### src/hw/synctimer_pkg.sv
`default_nettype none

package synctimer_pkg;

    // timer geometry.
    localparam int unsigned timer_width = 64;

    // clock period in ns as num/den.
    localparam int unsigned period_num = 10;
    localparam int unsigned period_den = 3;

    // whole and fractional step per cycle.
    localparam int unsigned period_int  = period_num / period_den;
    localparam int unsigned period_frac = period_num % period_den;
    localparam int unsigned frac_width  = $clog2(period_den);

    typedef logic [timer_width-1:0] time_t;
    typedef logic [frac_width-1:0]  frac_t;
    typedef logic [7:0]             byte_t;
    typedef logic [7:0]             node_t;
    typedef logic [7:0]             seq_t;
    typedef logic [15:0]            length_t;

    // command ids.
    localparam byte_t cmd_sync          = 8'h00;
    localparam byte_t cmd_sync_override = 8'h01;
    localparam byte_t cmd_probe         = 8'h10;

    // fixed offset carried in every sync frame.
    localparam logic [31:0] sync_offset = 32'd1000;

    // frame and payload sizes in bytes.
    localparam length_t sync_frame_len    = 16'd13;
    localparam length_t probe_frame_len   = 16'd3;
    localparam length_t probe_payload_len = 16'd9;

endpackage

`default_nettype wire

### src/hw/cmd_stream_if.sv
`default_nettype none

interface cmd_stream_if;

    synctimer_pkg::byte_t data;
    logic                 last;
    logic                 valid;
    logic                 ready;

    modport source (
        output data,
        output last,
        output valid,
        input  ready
    );

    modport sink (
        input  data,
        input  last,
        input  valid,
        output ready
    );

endinterface

`default_nettype wire

### src/hw/sync_timer.sv
`default_nettype none

module sync_timer (
    input  logic                 clk,
    input  logic                 reset,
    input  synctimer_pkg::time_t set_time,
    input  logic                 set_valid,
    output synctimer_pkg::time_t current_time
);

    synctimer_pkg::frac_t                acc;
    logic [synctimer_pkg::frac_width:0]  acc_sum;
    logic [synctimer_pkg::frac_width:0]  acc_wrap;
    logic                                carry;

    // remainder accumulation.
    assign acc_sum = {1'b0, acc}
                   + (synctimer_pkg::frac_width + 1)'(synctimer_pkg::period_frac);

    assign carry = acc_sum >= (synctimer_pkg::frac_width + 1)'(synctimer_pkg::period_den);

    assign acc_wrap = carry
                    ? acc_sum - (synctimer_pkg::frac_width + 1)'(synctimer_pkg::period_den)
                    : acc_sum;

    always_ff @(posedge clk) begin
        if (reset) begin
            current_time <= '0;
            acc          <= '0;
        end else if (set_valid) begin
            current_time <= set_time;
            acc          <= '0;
        end else begin
            // extra ns whenever the remainder wraps.
            current_time <= current_time
                          + synctimer_pkg::time_t'(synctimer_pkg::period_int)
                          + synctimer_pkg::time_t'(carry);
            acc          <= synctimer_pkg::frac_t'(acc_wrap);
        end
    end

    acc_in_range: assert property (
        @(posedge clk) disable iff (reset)
        32'(acc) < synctimer_pkg::period_den
    );

endmodule

`default_nettype wire

### src/hw/sync_cmd_builder.sv
`default_nettype none

module sync_cmd_builder (
    input  logic                 clk,
    input  logic                 reset,
    input  synctimer_pkg::time_t current_time,
    input  logic                 sync_start,
    input  logic                 sync_override,
    cmd_stream_if.source         tx
);

    synctimer_pkg::byte_t [synctimer_pkg::sync_frame_len-1:0] data_sr;
    logic [synctimer_pkg::sync_frame_len-1:0]                 last_sr;
    logic                                                     valid;

    always_ff @(posedge clk) begin
        if (reset) begin
            valid <= 1'b0;
        end else if (sync_start && !valid) begin
            valid <= 1'b1;
        end else if (valid && tx.ready) begin
            valid <= !last_sr[0];
        end
    end

    // frame contents, loaded once then shifted out.
    always_ff @(posedge clk) begin
        if (sync_start && !valid) begin
            data_sr[0] <= sync_override ? synctimer_pkg::cmd_sync_override
                                        : synctimer_pkg::cmd_sync;
            for (int i = 0; i < 8; i++) begin
                data_sr[1 + i] <= current_time[8*i +: 8];
            end
            for (int i = 0; i < 4; i++) begin
                data_sr[9 + i] <= synctimer_pkg::sync_offset[8*i +: 8];
            end
            last_sr <= '0;
            last_sr[synctimer_pkg::sync_frame_len-1] <= 1'b1;
        end else if (valid && tx.ready) begin
            data_sr <= data_sr >> 8;
            last_sr <= last_sr >> 1;
        end
    end

    assign tx.data  = data_sr[0];
    assign tx.last  = last_sr[0];
    assign tx.valid = valid;

    // stalled byte must not move.
    hold_on_stall: assert property (
        @(posedge clk) disable iff (reset)
        tx.valid && !tx.ready |=> tx.valid && $stable(tx.data) && $stable(tx.last)
    );

endmodule

`default_nettype wire

### src/hw/delay_probe_builder.sv
`default_nettype none

module delay_probe_builder (
    input  logic                 clk,
    input  logic                 reset,
    input  logic                 probe_start,
    input  synctimer_pkg::node_t probe_node,
    cmd_stream_if.source         tx
);

    synctimer_pkg::length_t idx;
    synctimer_pkg::seq_t    seq;
    synctimer_pkg::node_t   node;
    logic                   valid;
    logic                   at_last;

    assign at_last = idx == synctimer_pkg::probe_frame_len - 16'd1;

    always_ff @(posedge clk) begin
        if (reset) begin
            valid <= 1'b0;
            idx   <= '0;
            seq   <= '0;
        end else if (probe_start && !valid) begin
            valid <= 1'b1;
            idx   <= '0;
        end else if (valid && tx.ready) begin
            if (at_last) begin
                valid <= 1'b0;
                seq   <= seq + 8'd1;
            end else begin
                idx <= idx + 16'd1;
            end
        end
    end

    always_ff @(posedge clk) begin
        if (probe_start && !valid) begin
            node <= probe_node;
        end
    end

    // id, node, then sequence.
    always_comb begin
        case (idx)
            16'd0:   tx.data = synctimer_pkg::cmd_probe;
            16'd1:   tx.data = node;
            default: tx.data = seq;
        endcase
    end

    assign tx.last  = at_last;
    assign tx.valid = valid;

endmodule

`default_nettype wire

### src/hw/cmd_tx_arbiter.sv
`default_nettype none

module cmd_tx_arbiter (
    input  logic                 clk,
    input  logic                 reset,
    cmd_stream_if.sink           sync_in,
    cmd_stream_if.sink           probe_in,
    output synctimer_pkg::byte_t out_data,
    output logic                 out_last,
    output logic                 out_valid,
    input  logic                 out_ready
);

    logic lock;
    logic sel;
    logic last_probe;
    logic grant_probe;
    logic xfer;

    // round robin between the two builders.
    always_comb begin
        if (lock) begin
            grant_probe = sel;
        end else if (sync_in.valid && probe_in.valid) begin
            grant_probe = !last_probe;
        end else begin
            grant_probe = probe_in.valid;
        end
    end

    assign out_data  = grant_probe ? probe_in.data  : sync_in.data;
    assign out_last  = grant_probe ? probe_in.last  : sync_in.last;
    assign out_valid = grant_probe ? probe_in.valid : sync_in.valid;

    assign sync_in.ready  = out_ready && !grant_probe;
    assign probe_in.ready = out_ready && grant_probe;

    assign xfer = out_valid && out_ready;

    // lock from the first presented byte until last transfers.
    always_ff @(posedge clk) begin
        if (reset) begin
            lock       <= 1'b0;
            sel        <= 1'b0;
            last_probe <= 1'b1;
        end else if (xfer && out_last) begin
            lock       <= 1'b0;
            last_probe <= grant_probe;
        end else if (out_valid) begin
            lock <= 1'b1;
            sel  <= grant_probe;
        end
    end

    grant_held: assert property (
        @(posedge clk) disable iff (reset)
        out_valid && !(xfer && out_last) |=> grant_probe == $past(grant_probe)
    );

endmodule

`default_nettype wire

### src/hw/probe_response_monitor.sv
`default_nettype none

module probe_response_monitor (
    input  logic                   clk,
    input  logic                   reset,
    input  synctimer_pkg::time_t   current_time,
    input  logic                   res_rx_start,
    input  logic                   res_rx_end,
    input  logic                   res_rx_error,
    input  synctimer_pkg::byte_t   res_rx_type,
    input  synctimer_pkg::node_t   res_rx_node,
    input  synctimer_pkg::length_t res_payload_pos,
    input  synctimer_pkg::byte_t   res_payload_data,
    input  logic                   res_payload_valid,
    output logic                   probe_done,
    output synctimer_pkg::node_t   probe_done_node,
    output synctimer_pkg::seq_t    probe_done_seq,
    output synctimer_pkg::time_t   probe_done_node_time,
    output synctimer_pkg::time_t   probe_done_arrival
);

    synctimer_pkg::time_t                        arrival;
    synctimer_pkg::seq_t                         seq_reg;
    synctimer_pkg::time_t                        time_reg;
    logic [synctimer_pkg::probe_payload_len-1:0] seen;
    logic                                        frame_ok;

    assign frame_ok = !res_rx_error
                   && res_rx_type == synctimer_pkg::cmd_probe
                   && &seen;

    // payload assembly.
    always_ff @(posedge clk) begin
        if (res_rx_start) begin
            arrival <= current_time;
            seen    <= '0;
        end
        if (res_payload_valid) begin
            for (int i = 0; i < synctimer_pkg::probe_payload_len; i++) begin
                if (res_payload_pos == synctimer_pkg::length_t'(i)) begin
                    seen[i] <= 1'b1;
                    if (i == 0) begin
                        seq_reg <= res_payload_data;
                    end else begin
                        time_reg[8*(i-1) +: 8] <= res_payload_data;
                    end
                end
            end
        end
    end

    always_ff @(posedge clk) begin
        if (reset) begin
            probe_done <= 1'b0;
        end else begin
            probe_done <= res_rx_end && frame_ok;
        end
    end

    // results hold until the next good frame.
    always_ff @(posedge clk) begin
        if (res_rx_end && frame_ok) begin
            probe_done_node      <= res_rx_node;
            probe_done_seq       <= seq_reg;
            probe_done_node_time <= time_reg;
            probe_done_arrival   <= arrival;
        end
    end

endmodule

`default_nettype wire

### src/hw/synctimer_master_top.sv
`default_nettype none

module synctimer_master_top (
    input  logic                   clk,
    input  logic                   reset,
    input  logic                   sync_start,
    input  logic                   sync_override,
    input  logic                   probe_start,
    input  logic                   set_valid,
    input  synctimer_pkg::node_t   probe_node,
    input  synctimer_pkg::time_t   set_time,
    output synctimer_pkg::time_t   current_time,
    output synctimer_pkg::byte_t   m_cmd_tx_data,
    output logic                   m_cmd_tx_last,
    output logic                   m_cmd_tx_valid,
    input  logic                   m_cmd_tx_ready,
    input  logic                   res_rx_start,
    input  logic                   res_rx_end,
    input  logic                   res_rx_error,
    input  synctimer_pkg::byte_t   res_rx_type,
    input  synctimer_pkg::node_t   res_rx_node,
    input  synctimer_pkg::length_t res_payload_pos,
    input  synctimer_pkg::byte_t   res_payload_data,
    input  logic                   res_payload_valid,
    output logic                   probe_done,
    output synctimer_pkg::node_t   probe_done_node,
    output synctimer_pkg::seq_t    probe_done_seq,
    output synctimer_pkg::time_t   probe_done_node_time,
    output synctimer_pkg::time_t   probe_done_arrival
);

    cmd_stream_if sync_tx ();
    cmd_stream_if probe_tx ();

    sync_timer u_timer (
        .clk          (clk),
        .reset        (reset),
        .set_time     (set_time),
        .set_valid    (set_valid),
        .current_time (current_time)
    );

    sync_cmd_builder u_sync_builder (
        .clk           (clk),
        .reset         (reset),
        .current_time  (current_time),
        .sync_start    (sync_start),
        .sync_override (sync_override),
        .tx            (sync_tx.source)
    );

    delay_probe_builder u_probe_builder (
        .clk         (clk),
        .reset       (reset),
        .probe_start (probe_start),
        .probe_node  (probe_node),
        .tx          (probe_tx.source)
    );

    cmd_tx_arbiter u_arbiter (
        .clk       (clk),
        .reset     (reset),
        .sync_in   (sync_tx.sink),
        .probe_in  (probe_tx.sink),
        .out_data  (m_cmd_tx_data),
        .out_last  (m_cmd_tx_last),
        .out_valid (m_cmd_tx_valid),
        .out_ready (m_cmd_tx_ready)
    );

    probe_response_monitor u_monitor (
        .clk                  (clk),
        .reset                (reset),
        .current_time         (current_time),
        .res_rx_start         (res_rx_start),
        .res_rx_end           (res_rx_end),
        .res_rx_error         (res_rx_error),
        .res_rx_type          (res_rx_type),
        .res_rx_node          (res_rx_node),
        .res_payload_pos      (res_payload_pos),
        .res_payload_data     (res_payload_data),
        .res_payload_valid    (res_payload_valid),
        .probe_done           (probe_done),
        .probe_done_node      (probe_done_node),
        .probe_done_seq       (probe_done_seq),
        .probe_done_node_time (probe_done_node_time),
        .probe_done_arrival   (probe_done_arrival)
    );

endmodule

`default_nettype wire

### config.mk
export PLATFORM = sky130hd
export DESIGN_NAME = synctimer_master_top
export DESIGN_NICKNAME = d
export VERILOG_FILES = /design/src/hw/synctimer_pkg.sv /design/src/hw/cmd_stream_if.sv /design/src/hw/sync_timer.sv /design/src/hw/sync_cmd_builder.sv /design/src/hw/delay_probe_builder.sv /design/src/hw/cmd_tx_arbiter.sv /design/src/hw/probe_response_monitor.sv /design/src/hw/synctimer_master_top.sv
export SDC_FILE = /design/constraint.sdc
export NUM_CORES = 1
export LEC_CHECK = 0
export ABC_AREA = 1
export BUFFER_PORTS_ARGS = -buffer_cell sky130_fd_sc_hd__buf_2
export CAP_MARGIN = 20
export CELL_PAD_IN_SITES_DETAIL_PLACEMENT = 0
export CELL_PAD_IN_SITES_GLOBAL_PLACEMENT = 1
export CORE_MARGIN = 10
export CORE_UTILIZATION = 40
export DETAILED_ROUTE_END_ITERATION = 10
export MAX_ROUTING_LAYER = met4
export PLACE_DENSITY = 0.8
export SETUP_SLACK_MARGIN = 0.15
export SLEW_MARGIN = 20
export SYNTH_ARGS = -nofsm -noshare
export SYNTH_HDL_FRONTEND = slang
export SYNTH_SLANG_ARGS = --single-unit
export TNS_END_PERCENT = 100
### constraint.sdc
create_clock -name clk -period 19 [get_ports clk]
set_input_delay 5.7 -clock clk [delete_from_list [all_inputs] [get_ports clk]]
set_output_delay 5.7 -clock clk [all_outputs]
set_load 0.005 [all_outputs]
# [After elaboration in Yosys (flattened, before gate mapping)]
# Index checks and enable logic that the tools add are counted.
[word_totals] register_bits=486 input_bits=123 out_inout_bits=219 word_cells=126
[classes] n_reduce_logical=40 eq_ne=11 order_cmp=1 add_sub_neg=6 muxes=27 n_bitwise=3
[op_table] cell="two-way mux 72 bit" count=2
[op_table] cell="adder 64 x 1 -> 64 bit" count=1
[op_table] cell="adder 64 x 2 -> 64 bit, second input constant" count=1
[op_table] cell="equality test 16 x 3 -> 1 bit, second input constant" count=4
[op_table] cell="two-way mux 64 bit" count=1
[op_table] cell="equality test 16 x 2 -> 1 bit, second input constant" count=3
[op_table] cell="equality test 16 x 1 -> 1 bit, second input constant" count=2
[op_table] cell="logical NOT 16 bit" count=2
[op_table] cell="AND reduction 2 bit" count=12
[op_table] cell="two-way mux 1 bit" count=19
[op_table] cell="two-way mux 9 bit" count=2
[op_table] cell="adder 16 x 1 -> 16 bit, second input constant" count=1
[op_table] cell="equality test 16 x 4 -> 1 bit, second input constant" count=1
[op_table] cell="one-hot mux 8 bit (2 select lines)" count=1
[op_table] cell="logical AND 1 bit" count=12
[op_table] cell="AND reduction 9 bit" count=1
[op_table] cell="adder 8 x 1 -> 8 bit, second input constant" count=1
[op_table] cell="equality test 8 x 5 -> 1 bit, second input constant" count=1
[op_table] cell="two-way mux 8 bit" count=1
[op_table] cell="logical NOT 1 bit" count=6
[op_table] cell="nonzero test 2 bit" count=3
[op_table] cell="OR reduction 2 bit" count=3
[op_table] cell="adder 2 x 1 -> 3 bit, second input constant" count=1
[op_table] cell="greater-or-equal comparator 3 x 2 -> 1 bit, second input constant" count=1
[op_table] cell="4 further kinds" count=6

# [Longest topological paths before layout]
# Gate-level depths: netlist (run 1).
[depth] depth_word=8 ltp_mapped=12 depth_no_buf=12

# [Hierarchy]
# Synthesis (run 1) repeated with hierarchy kept, for this count alone.
[hier_totals] cells_unflattened=1911 area_unflattened_um2=19488.7
[modules_own_cells] module="probe_response_monitor" n_inst=1 area_per_inst_um2=9031.2 cells_each=378
[modules_own_cells] module="sync_timer" n_inst=1 area_per_inst_um2=4609.4 cells_each=833
[modules_own_cells] module="sync_cmd_builder" n_inst=1 area_per_inst_um2=3590.9 cells_each=362
[modules_own_cells] module="delay_probe_builder" n_inst=1 area_per_inst_um2=1913.1 cells_each=276
[modules_own_cells] module="cmd_tx_arbiter" n_inst=1 area_per_inst_um2=344.1 cells_each=62

# [Worst setup path after synthesis (run 1)]
# Ideal clock, no wire load.
[synth_timing] path_kind="input to register" start="input res_rx_type[1]" end="register u_monitor.probe_done_arrival[0] (enable)" slack_ns=2.381 path_buffers=0 t_required_ns=18.176 path_stages=3 t_arrival_ns=15.795 path_cell_list="nor4_1 -> nand3_1 -> nor3_1"
[synth_between] elab_chain_len=4
[synth_rtl] element="start: declaration" line_no="synctimer_master_top.sv:20" source="input synctimer_pkg::byte_t res_rx_type,"
[synth_rtl] element="equality test 8 x 5 -> 1 bit" line_no="probe_response_monitor.sv:29" source="&& res_rx_type == synctimer_pkg::cmd_probe"
[synth_rtl] element="logical AND 1 bit" line_no="probe_response_monitor.sv:29"
[synth_rtl] element="logical AND 1 bit" line_no="probe_response_monitor.sv:30" source="&& &seen;"
[synth_rtl] element="logical AND 1 bit" line_no="probe_response_monitor.sv:62" source="if (res_rx_end && frame_ok) begin"
[synth_rtl] element="end signal: assignment" line_no="probe_response_monitor.sv:66" source="probe_done_arrival <= arrival;"
[synth_rtl] element="end: declaration" line_no="probe_response_monitor.sv:19" source="output synctimer_pkg::time_t probe_done_arrival"
# No other way between the ends.
# A chain may end at the register's enable or synchronous reset.

# [Worst setup path in the final report (run 1)]
[layout_timing] start="register u_probe_builder.idx[10]" end="output m_cmd_tx_data[4]"
[layout_between] elab_chain_len=3 elab_cells_between_ends=4 cone_classes="eq/ne: 1; mux: 2; reduce/logical: 1"
[layout_rtl] element="start: declaration" line_no="delay_probe_builder.sv:11" source="synctimer_pkg::length_t idx;"
[layout_rtl] element="start signal: assignment" line_no="delay_probe_builder.sv:32" source="idx <= idx + 16'd1;"
[layout_rtl] element="equality test 16 x 1 -> 1 bit or logical NOT 16 bit (tied branches)" line_no="delay_probe_builder.sv:45" source="case (idx)"
[layout_rtl] element="one-hot mux 8 bit (2 select lines) (*)" line_no="delay_probe_builder.sv:45"
[layout_rtl] element="two-way mux 8 bit (*)" line_no="cmd_tx_arbiter.sv:31" source="assign out_data = grant_probe ? probe_in.data : sync_in.data;"
[layout_rtl] element="end: declaration" line_no="synctimer_master_top.sv:13" source="output synctimer_pkg::byte_t m_cmd_tx_data,"
# Every way passes the cells marked *; elsewhere a longest branch is shown, timed or not.

==> results of run 1 <==
==> layer usage <==
metal | track usage (%) | wire length, um | up-vias
met5 | - | 0 | -
met4 | 8.388 | 2050 | 0
met3 | 4.103 | 3772 | 107
met2 | 33.73 | 28280 | 429
met1 | 24.34 | 23760 | 6452
li1 | - | - | 6720
==> layout make-up <==
cell class / count / area [um^2]
Multi-Input combinational cell: 1074 / 4970
Clock buffer: 56 / 1295
Sequential cell: 478 / 13170
Clock inverter: 38 / 319.1
Antenna cell: 7 / 17.52
Tap cell: 607 / 759.5
Fill cell: 4302 / 23800
Timing Repair Buffer: 351 / 1784
Inverter: 195 / 732.0
==> Yosys cell counts, drive strengths merged, types with 5 or more instances <==
cell type and n:
buf 11, xnor2 10, nor2 265, dfxtp 118, ha 7, nand2 418
and2 11, a21oi 42, nand4 28, nor3 19, xor2 22, o21ai 112
edfxtp 360, inv 193, nand3 109, clkbuf 31, a31oi 12, nor4 5
==> cell families (layout without fill, tap and decap cells) <==
| kind of cell | after synthesis | after routing | synth area share (%) |
|---|---|---|---|
| simple gates | 861 | 861 | 19.31 |
| flops | 478 | 478 | 69.14 |
| buf+inv | 238 | 640 | 4.853 |
| compound gates | 174 | 174 | 4.761 |
| xor+xnor | 32 | 32 | 1.471 |
| fa+ha+maj | 7 | 7 | 0.4597 |
| other cells | 0 | 7 | 0 |
==> worst paths after layout <==
| path | endpoint | slack [ps] | depth (start not counted) |
|---|---|---|---|
| max reg2reg | u_sync_builder.tx.data[1] | 16500 | 8 |
| min | u_monitor.probe_done_arrival[25] | 410 | 0 |
| min reg2reg | u_monitor.probe_done_arrival[25] | 410 | 0 |
| max | m_cmd_tx_data[4] | 10580 | 9 |
==> power by group through the flow <==
stage	logic (uW)	registers [uW]	clock network [uW]
after floorplan	76.4	1220	0
after global placement	136	1230	0
after detailed placement	139	1230	0
after CTS	139	1210	966
after global routing	155	1210	1010
final	137	1210	947
==> layout by cell type, fill, tap and decap left out, types with 42 or more instances in the layout <==
cell type	n
nand2_1	406
edfxtp_1	360
buf_2	340
nor2_1	253
inv_1	189
dfxtp_1	118
nand3_1	107
o21ai_0	105
clkbuf_16	51
a21oi_1	42
==> metrics by stage <==
stage / std cells / instance area (um^2) / total power (uW) / setup slack, ps / hold slack, ps
floorplan: 1790 / 19050 / 1292 / 2381 / 400.3
global placement: 2705 / 21420 / 1368 / 11090 / 401.5
detailed placement: 2705 / 21420 / 1371 / 11060 / 404.5
CTS: 2799 / 23030 / 2315 / 10620 / 404.7
global route: 2803 / 23040 / 2378 / 10350 / 420.5
finish: 2806 / 23050 / 2293 / 10580 / 407.8
==> results.md, run 1 <==
- VDD IR max: roughly 0.000079 V
- Nets@finish: about 2300
- Clock tree buffer depth: 3
- Vias in the first global route: between 10000 and 15000
- Critical path data arrival time: between 2000 and 3000 ps
- CTS tree: done
- Yosys synthesis warning count: 0
- CTS resizes: 0
- Internal power: about 1700 uW
- Net Count, Synth: 1920
- Post-synth EDFFs: 360
- Cts hold-fix bufs: 0
- Critical path's slowest cell: nor2_1
- Vias: 13710
- Comb pwr share: around 6%
- Wire per inst: roughly 21 um
- 1st-pass router iterations: 5
- Post-synthesis register bit count: between 400 and 500
- Asr flop ratio synth: 0%
- Yosys top cell by area: edfxtp_1
- Clock Latency Late Sink: between 600 and 700 ps
- Final HPWL DP: between 40 and 50 mm
- Tot GR Track Use: between 20% and 30%
- Grt ovf: 0
- Critical Path RT: 13300 ps
- Die Width: around 240 um
- Synth top area cells: edfxtp_1 57%, dfxtp_1 12%, nand2_1 8.0%
- RSZ-0062 raised after global routing: no
- Root Buffer Master: clkbuf_16
- Area Overhead vs Synth: 20.98%
- Fin crit period: roughly 8400 ps
- Final Wtd Congestion: a little under 1
- Setup TNS: 0 ps
- CP Max Fanout: 13
- Starting density of the core: 40.66%
- Core ar.: between 0.04 and 0.05 mm^2
- Reg-to-reg startpoint: u_sync_builder.tx.valid
- I/O pin count: around 340
- Sink Count: around 480
- Initial drt markers: roughly 1200
- Cell repeated most along the worst path: nand2_1
- Final Skew: ~38 ps
- Synth Flop Type: edfxtp_1
- Pleak: approximately 0.009 uW
- Critical path class: flip-flop to output port
- Worst hold path type: flip-flop to flip-flop
- Hold Vio Cnt, Final: 0
- Pin count of the biggest net entering global routing: between 70 and 80
- Worst slew pin tran: 1001 ps
- Post-CTS setup buffer count: 0
- Maxcap violations: 0
- Port Buffers: between 300 and 400
- WP buf/inv: 2
- Fmax: between 100 and 150 MHz
- P_sw: 545.7 uW
- Pwr/cell area: ~99 mW/mm^2
- Initial antenna violation count: 6
- Post-synthesis cell area: roughly 0.019 mm^2
- Cells along the critical path: inv_1, nand4_1, nor2_1, nand2_1, nand3_1, nand3_1, nand2_1, nand2_1, buf_2
- Number of remaining DRC errors: 0
- Top cell type's share of synthesized area: 56.74%
- Critical Path Start Type: flip-flop
- Library cells used by synthesis: 40
- Delay-heaviest family, CP: simple AND/OR/NAND/NOR gates
- Clk slew on worst S/H paths: 60 ps
- Global-route wire length before repair: 84.71 mm
- Std cell rows: 79
- Clk network pwr share: approximately 41%
- Sequential share of the synthesized area: a little under 70%
- Max FFs per register: 65
- Routed vias/inst: around 4.9
- TritonCTS Buffers: 50
- Sw frac: between 20% and 30%
- Slew Limit Fails: 0
- Critical Path Sink Type: output port
- Hold_sp: u_monitor.arrival[25]
- Delay of the slowest critical-path stage: 690 ps
- Flop pwr share: between 50% and 60%
- Routed WL: between 50 and 60 mm
- Die H: 238.2 um
- Crit share post-route: 44.33%
- Post-DRT Antenna Nets: 0
- Status: completed
- Die area: between 0.05 and 0.06 mm^2
- Syn Inst Count: 1790
- # H-tree levels: 2
- Post-Syn Area per Cell: between 10 and 15 um^2
- Core Util, Final: about half
- Crit path launch: u_probe_builder.idx[10]
- Final setup vio count: 0
- Layout cells sized above 1: 21.26%
- Largest reg by FF count: u_sync_builder.data_sr
- Slew margin rel.: 33.28%
Note: power is estimated with default switching activity, not from simulation.
==> run 2: changes to the inputs <==
Clock period 19 ns to 8.8 ns, I/O delays scaled along.
==> run 2 against run 1 <==
Effect of this change:
- first-iteration DRC count shrank 0.42%
- worst hold slack gained 5.6 ps
- count of clock-buffer cells in the layout grew 4
- largest cell class unchanged
- die area is the same
- sequential power grew 120%
- sequential share of layout area is essentially flat
- critical endpoint unchanged
==> results.md, run 2 (synthesized netlist as in run 1, its figures left out) <==
- Vias: 13950 (+1.8%)
- 1st-pass router iterations: 5 (unchanged)
- RSZ-0062 raised after global routing: no
- Vias in the first global route: 13770 (+1.9%)
- Core Util, Final: 49.19% (about the same)
- Setup TNS: 0 ps (unchanged)
- Initial antenna violation count: 2 (-4)
- VDD IR max: 0.0001421 V (+80%)
- Grt ovf: 0 (unchanged)
- Global-route wire length before repair: 87.22 mm (+3.0%)
- Maxcap violations: 0 (unchanged)
- Post-CTS setup buffer count: 0 (unchanged)
- Status: completed
- Cts hold-fix bufs: 0 (unchanged)
- Met3 routed WL: 4.033 mm (+6.9%)
- Starting density of the core: 40.66% (unchanged)
- Area after DPL: 0.02143 mm^2 (about the same)
- Clock Latency Late Sink: 600 ps (-20 ps)
- Worst hold path type: flip-flop to flip-flop
- Die H: 238.2 um (unchanged)
- Slew Limit Fails: 0 (unchanged)
- Pin count of the biggest net entering global routing: 104 (+39%)
- Number of remaining DRC errors: 0 (unchanged)
- Critical Path Sink Type: output port
- Commonest non-fill, non-tap cell in the layout: nand2_1
- CP Max Fanout: 13 (unchanged)
- Fin crit period: roughly 5400 ps
- Metal2 WL: 28.68 mm (+1.4%)
- Wire per inst: 21.15 um (+2.6%)
- Sink Count: 478 (unchanged)
- Root Buffer Master: clkbuf_16
- Critical path data arrival time: 2740 ps (+20 ps)
- I/O pin count: 342 (unchanged)
- CTS tree: done
- Hold Slack: 413.4 ps (+5.557 ps)
- Pwr/cell area: 216.6 mW/mm^2 (+120%)
- Slew margin rel.: 31.81% (-1.5 points)
- Core ar.: 0.04685 mm^2 (unchanged)
- Critical Path RT: 6160 ps (-7140 ps)
- Max FFs per register: 65 (unchanged)
- Largest reg by FF count: u_sync_builder.data_sr
- Critical Path Start Type: flip-flop
- Initial drt markers: 1174 (-0.42%)
- M1 WL: 24.81 mm (+4.4%)
- Clock tree buffer depth: 3 (unchanged)
- Fill count: 4285 (-0.40%)
- Routed vias/inst: 4.994 (+2.2%)
- Die area: 0.05676 mm^2 (unchanged)
- Layout cells sized above 1: 21.02% (-0.24 points)
- # H-tree levels: 2 (unchanged)
- Final Skew: 17.15 ps (-21.02 ps)
- Final setup vio count: 0 (unchanged)
- Final Wtd Congestion: 0.9433 (-2.6%)
- Final HPWL DP: 43.97 mm (+0.66%)
- TritonCTS Buffers: 49 (-2.0%)
- Critical path class: flip-flop to output port
- Port Buffers: 341 (unchanged)
- Area Overhead vs Synth: 20.96% (about the same)
- Post-DRT Antenna Nets: 0 (unchanged)
- Std cell rows: 79 (unchanged)
- Uppermost layer routed: met4
- CTS resizes: 0 (unchanged)
- FF/Latch Area: 0.01317 mm^2 (unchanged)
- Hold Vio Cnt, Final: 0 (unchanged)
- Worst slew pin tran: 1023 ps (+22.07 ps)
- Commonest non-fill, non-tap cells in the layout: 406 x nand2_1, 360 x edfxtp_1, 340 x buf_2, 253 x nor2_1, 189 x inv_1
- Fmax: 186.0 MHz
- Pleak: 0.009184 uW (+0.11%)
- Routed WL: 59.10 mm (+2.1%)
- Final Instance Area: 0.02304 mm^2 (about the same)
- Tot GR Track Use: 20.97% (+0.47 points)
- Multi-input logic area: 0.004976 mm^2 (+0.13%)
- Crit share post-route: 61.09%
- Clk slew on worst S/H paths: 60 ps (about the same)
- Die Width: 238.2 um (unchanged)
- Nets@finish: 2279 (-0.044%)
[run 2: cell count changes in the layout (fill, tap and decap cells not counted), sizes merged]
cell / delta
clkinv: -12
clkbuf: +4
diode: -4
bufinv: +3
clkinvlp: -2
inv: -1
[run 2: layout make-up]
type                       instances  area share [%]
timing repair buffer             351           7.791
multi-input combinational       1074           21.59
antenna                            3         0.03258
tap                              607           3.296
inverter                         195           3.176
clock inverter                    26           1.363
sequential                       478           57.16
clock buffer                      60           5.587
[run 2: final timing paths]
check / slack (ps) / depth (start not counted) / end / startpoint
setup reg to reg: 5910 / 8 / u_sync_builder.data_sr[25] / u_sync_builder.tx.valid
hold reg to reg: 410 / 0 / u_monitor.probe_done_seq[4] / u_monitor.seq_reg[4]
setup / recovery: 3420 / 9 / m_cmd_tx_data[4] / u_probe_builder.idx[10]
hold / removal: 410 / 0 / u_monitor.probe_done_seq[4] / u_monitor.seq_reg[4]
[run 2: per-stage QoR]
step	setup WS, ps	instances	total power (uW)
floorplan	1873	1790	2791
global placement	3638	2704	2957
detailed placement	3576	2705	2967
CTS	3458	2791	5040
global route	3173	2793	5175
finish	3424	2794	4991
[run 2: worst max-delay path, stage by stage (launching register included)]
cell	delay, ps
dfxtp_1	330
inv_1	120
nand4_1	110
nor2_1	710
nand2_1	370
nand3_1	180
nand3_1	70
nand2_1	60
nand2_1	60
buf_2	130
[run 2: metal layers]
metal / vias up / GRT usage, %
li1: 6712 / -
met1: 6637 / 25.54
met2: 506 / 34.82
met3: 99 / 4.334
met4: 0 / 5.961
met5: - / -
[run 2: power breakdown]
group | internal [uW] | switching, uW
clock | 1190 | 883
sequential | 2530 | 76.5
combinational | 104 | 200
total | 3830 | 1160
==> run 3: changes to the inputs <==
Clock period 8.8 ns to 5.5 ns, I/O delays scaled along.
==> run 3 against run 2 <==
Effect of this change:
- final cell count is 0.18% higher
- final area is 0.61% higher
- routed wire length is 1.1% lower
- via count is 0.43% higher
- setup slack worse by 2300 ps
==> results.md, run 3 (synthesized netlist as in run 1, its figures left out) <==
- Status: completed
- # H-tree levels: 2 (unchanged)
- Cells along the critical path: nor2_1, nand3_1, nor2_1, nand2_1, nand3_1, nand3_1, nand2_1, nand2_1, buf_2
- Reg2Reg Capture Point: u_sync_builder.data_sr[63]
- Final setup vio count: 0 (unchanged)
- I/O pin count: 342 (unchanged)
- Fin crit period: roughly 4400 ps
- Layout cells sized above 1: 21.35% (+0.34 points)
- Slew Limit Fails: 0 (unchanged)
- Core ar.: 0.04685 mm^2 (unchanged)
- Post-CTS setup buffer count: 0 (unchanged)
- Std cell rows: 79 (unchanged)
- Post-DRT Antenna Nets: 0 (unchanged)
- Hold path depth: 0 (unchanged)
- Root Buffer Master: clkbuf_16
- Tot GR Track Use: 20.69% (-0.29 points)
- Initial drt markers: 1173 (-0.085%)
- CTS resizes: 0 (unchanged)
- Routed WL: 58.47 mm (-1.1%)
- Die Width: 238.2 um (unchanged)
- Critical Path Sink Type: output port
- Largest reg by FF count: u_sync_builder.data_sr
- Critical path class: flip-flop to output port
- Delay of the slowest critical-path stage: 730 ps (+20 ps)
- Final HPWL DP: 43.98 mm (about the same)
- Inst Count DP: 2702 (-0.11%)
- Final Wtd Congestion: 0.9051 (-4.0%)
- Critical path data arrival time: 2770 ps (+30 ps)
- Die H: 238.2 um (unchanged)
- Clock Latency Late Sink: 620 ps (+20 ps)
- Setup TNS: 0 ps (unchanged)
- Max FFs per register: 65 (unchanged)
- Vias: 14010 (+0.43%)
- Final Skew: 45.82 ps (+28.67 ps)
- Crit share post-route: roughly 80%
- CTS tree: done
- Crit path depth: 9 (unchanged)
- Worst hold path type: flip-flop to flip-flop
- Area Overhead vs Synth: 21.70%
- WP buf/inv: 1 (-1)
- Pin count of the biggest net entering global routing: 125 (+20%)
- Post-route insts no fill: 2799 (+0.18%)
- Commonest non-fill, non-tap cells in the layout: 406 x nand2_1, 360 x edfxtp_1, 340 x buf_2, 253 x nor2_1, 189 x inv_1
- Routed vias/inst: 5.007 (+0.25%)
- Worst setup margin: 1083 ps (-2341 ps)
- Pwr Total: 8094 uW (+62%)
- Critical Path Start Type: flip-flop
- Clock tree buffer depth: 3 (unchanged)
- Fmax: 226.4 MHz
- Vias in the first global route: 13630 (-0.97%)
- Worst slack at placement: 1727 ps (-1849 ps)
- Grt ovf: 0 (unchanged)
- Worst R2R Path Depth: 7 (-1)
- Cts hold-fix bufs: 0 (unchanged)
- Maxcap violations: 0 (unchanged)
- Delay-heaviest family, CP: simple AND/OR/NAND/NOR gates
- Hold_sp: u_monitor.arrival[17]
- Sink Count: 478 (unchanged)
- Wire per inst: 20.89 um (-1.2%)
- Number of remaining DRC errors: 0 (unchanged)
- Nets@finish: 2276 (-0.13%)
- Global-route wire length before repair: 86.11 mm (-1.3%)
- Slew margin rel.: 28.67% (-3.1 points)
- Worst slew pin tran: 1068 ps (+45.50 ps)
- Port Buffers: 341 (unchanged)
- CP Max Fanout: 13 (unchanged)
- Hold Vio Cnt, Final: 0 (unchanged)
- Pwr/cell area: 349.1 mW/mm^2 (+61%)
- Hold Slack: 399.5 ps (-13.82 ps)
- TritonCTS Buffers: 49 (unchanged)
- Reg-to-reg startpoint: u_sync_builder.tx.valid
- Reg2Reg Setup Slack: 2570 ps (-3340 ps)
- Critical path's slowest cell: nor2_1
- Critical Path RT: 3850 ps (-2310 ps)
- Clk slew on worst S/H paths: 60 ps (about the same)
- Initial antenna violation count: 2 (unchanged)
- Starting density of the core: 40.66% (unchanged)
- Die area: 0.05676 mm^2 (unchanged)
- 1st-pass router iterations: 5 (unchanged)
- Worst Hold Endpoint: u_monitor.probe_done_arrival[17]
- VDD IR max: 0.0002696 V (+90%)
- Pleak: 0.009227 uW (+0.47%)
- RSZ-0062 raised after global routing: no
- Commonest non-fill, non-tap cell in the layout: nand2_1
==> run 3: layout make-up <==
type	count	area, um^2
diodes	5	12.51
clock buffers	63	1329
clock inverters	29	361.6
fillers	4285	23670
inverters	195	732.0
multi-input cells	1074	5020
flip-flops and latches	478	13170
well taps	607	759.5
repair buffers	348	1799
==> run 3: power breakdown <==
part,switching (uW),total [uW],internal [uW],leakage (uW)
combinational,319,488,168,0.00406
sequential,120,4170,4050,0.00436
clock,1460,3430,1980,0.000813
==> run 3: worst max path at each step <==
stage / from / end / slack (ps)
after detailed placement: res_payload_pos[5] / u_monitor.time_reg[54] / 1730
after CTS: u_probe_builder.idx[12] / m_cmd_tx_data[4] / 1120
final: u_probe_builder.idx[12] / m_cmd_tx_data[4] / 1080
after global placement: sync_start / u_sync_builder.data_sr[38] / 1830
after floorplan: res_rx_type[1] / u_monitor.probe_done_arrival[0] / -400
after global routing: u_probe_builder.idx[12] / m_cmd_tx_data[4] / 910
==> run 3: metal layers <==
metal | routed length [um] | up-vias | track usage [%] | part of all wire, %
li1 | - | 6713 | - | -
met1 | 24930 | 6739 | 25.74 | 43
met2 | 28840 | 479 | 34.42 | 49
met3 | 3349 | 83 | 3.227 | 5.7
met4 | 1340 | 0 | 6.019 | 2.3
met5 | 0 | - | - | 0
==> run 3: through the flow <==
| stage | utilization [%] | instance area, um^2 |
|---|---|---|
| global route | 49.47 | 23180 |
| floorplan | - | 19100 |
| CTS | 49.44 | 23160 |
| global placement | 45.83 | 21470 |
| finish | 49.49 | 23190 |
| detailed placement | 45.83 | 21470 |
==> run 3: worst register-to-register path: stages, from the launching register on <==
cell,delay [ps]
dfxtp_1,380
nand2_1,70
nand3_1,100
nand2_2,220
inv_2,200
nand3_1,620
nand2_2,590
buf_12,370
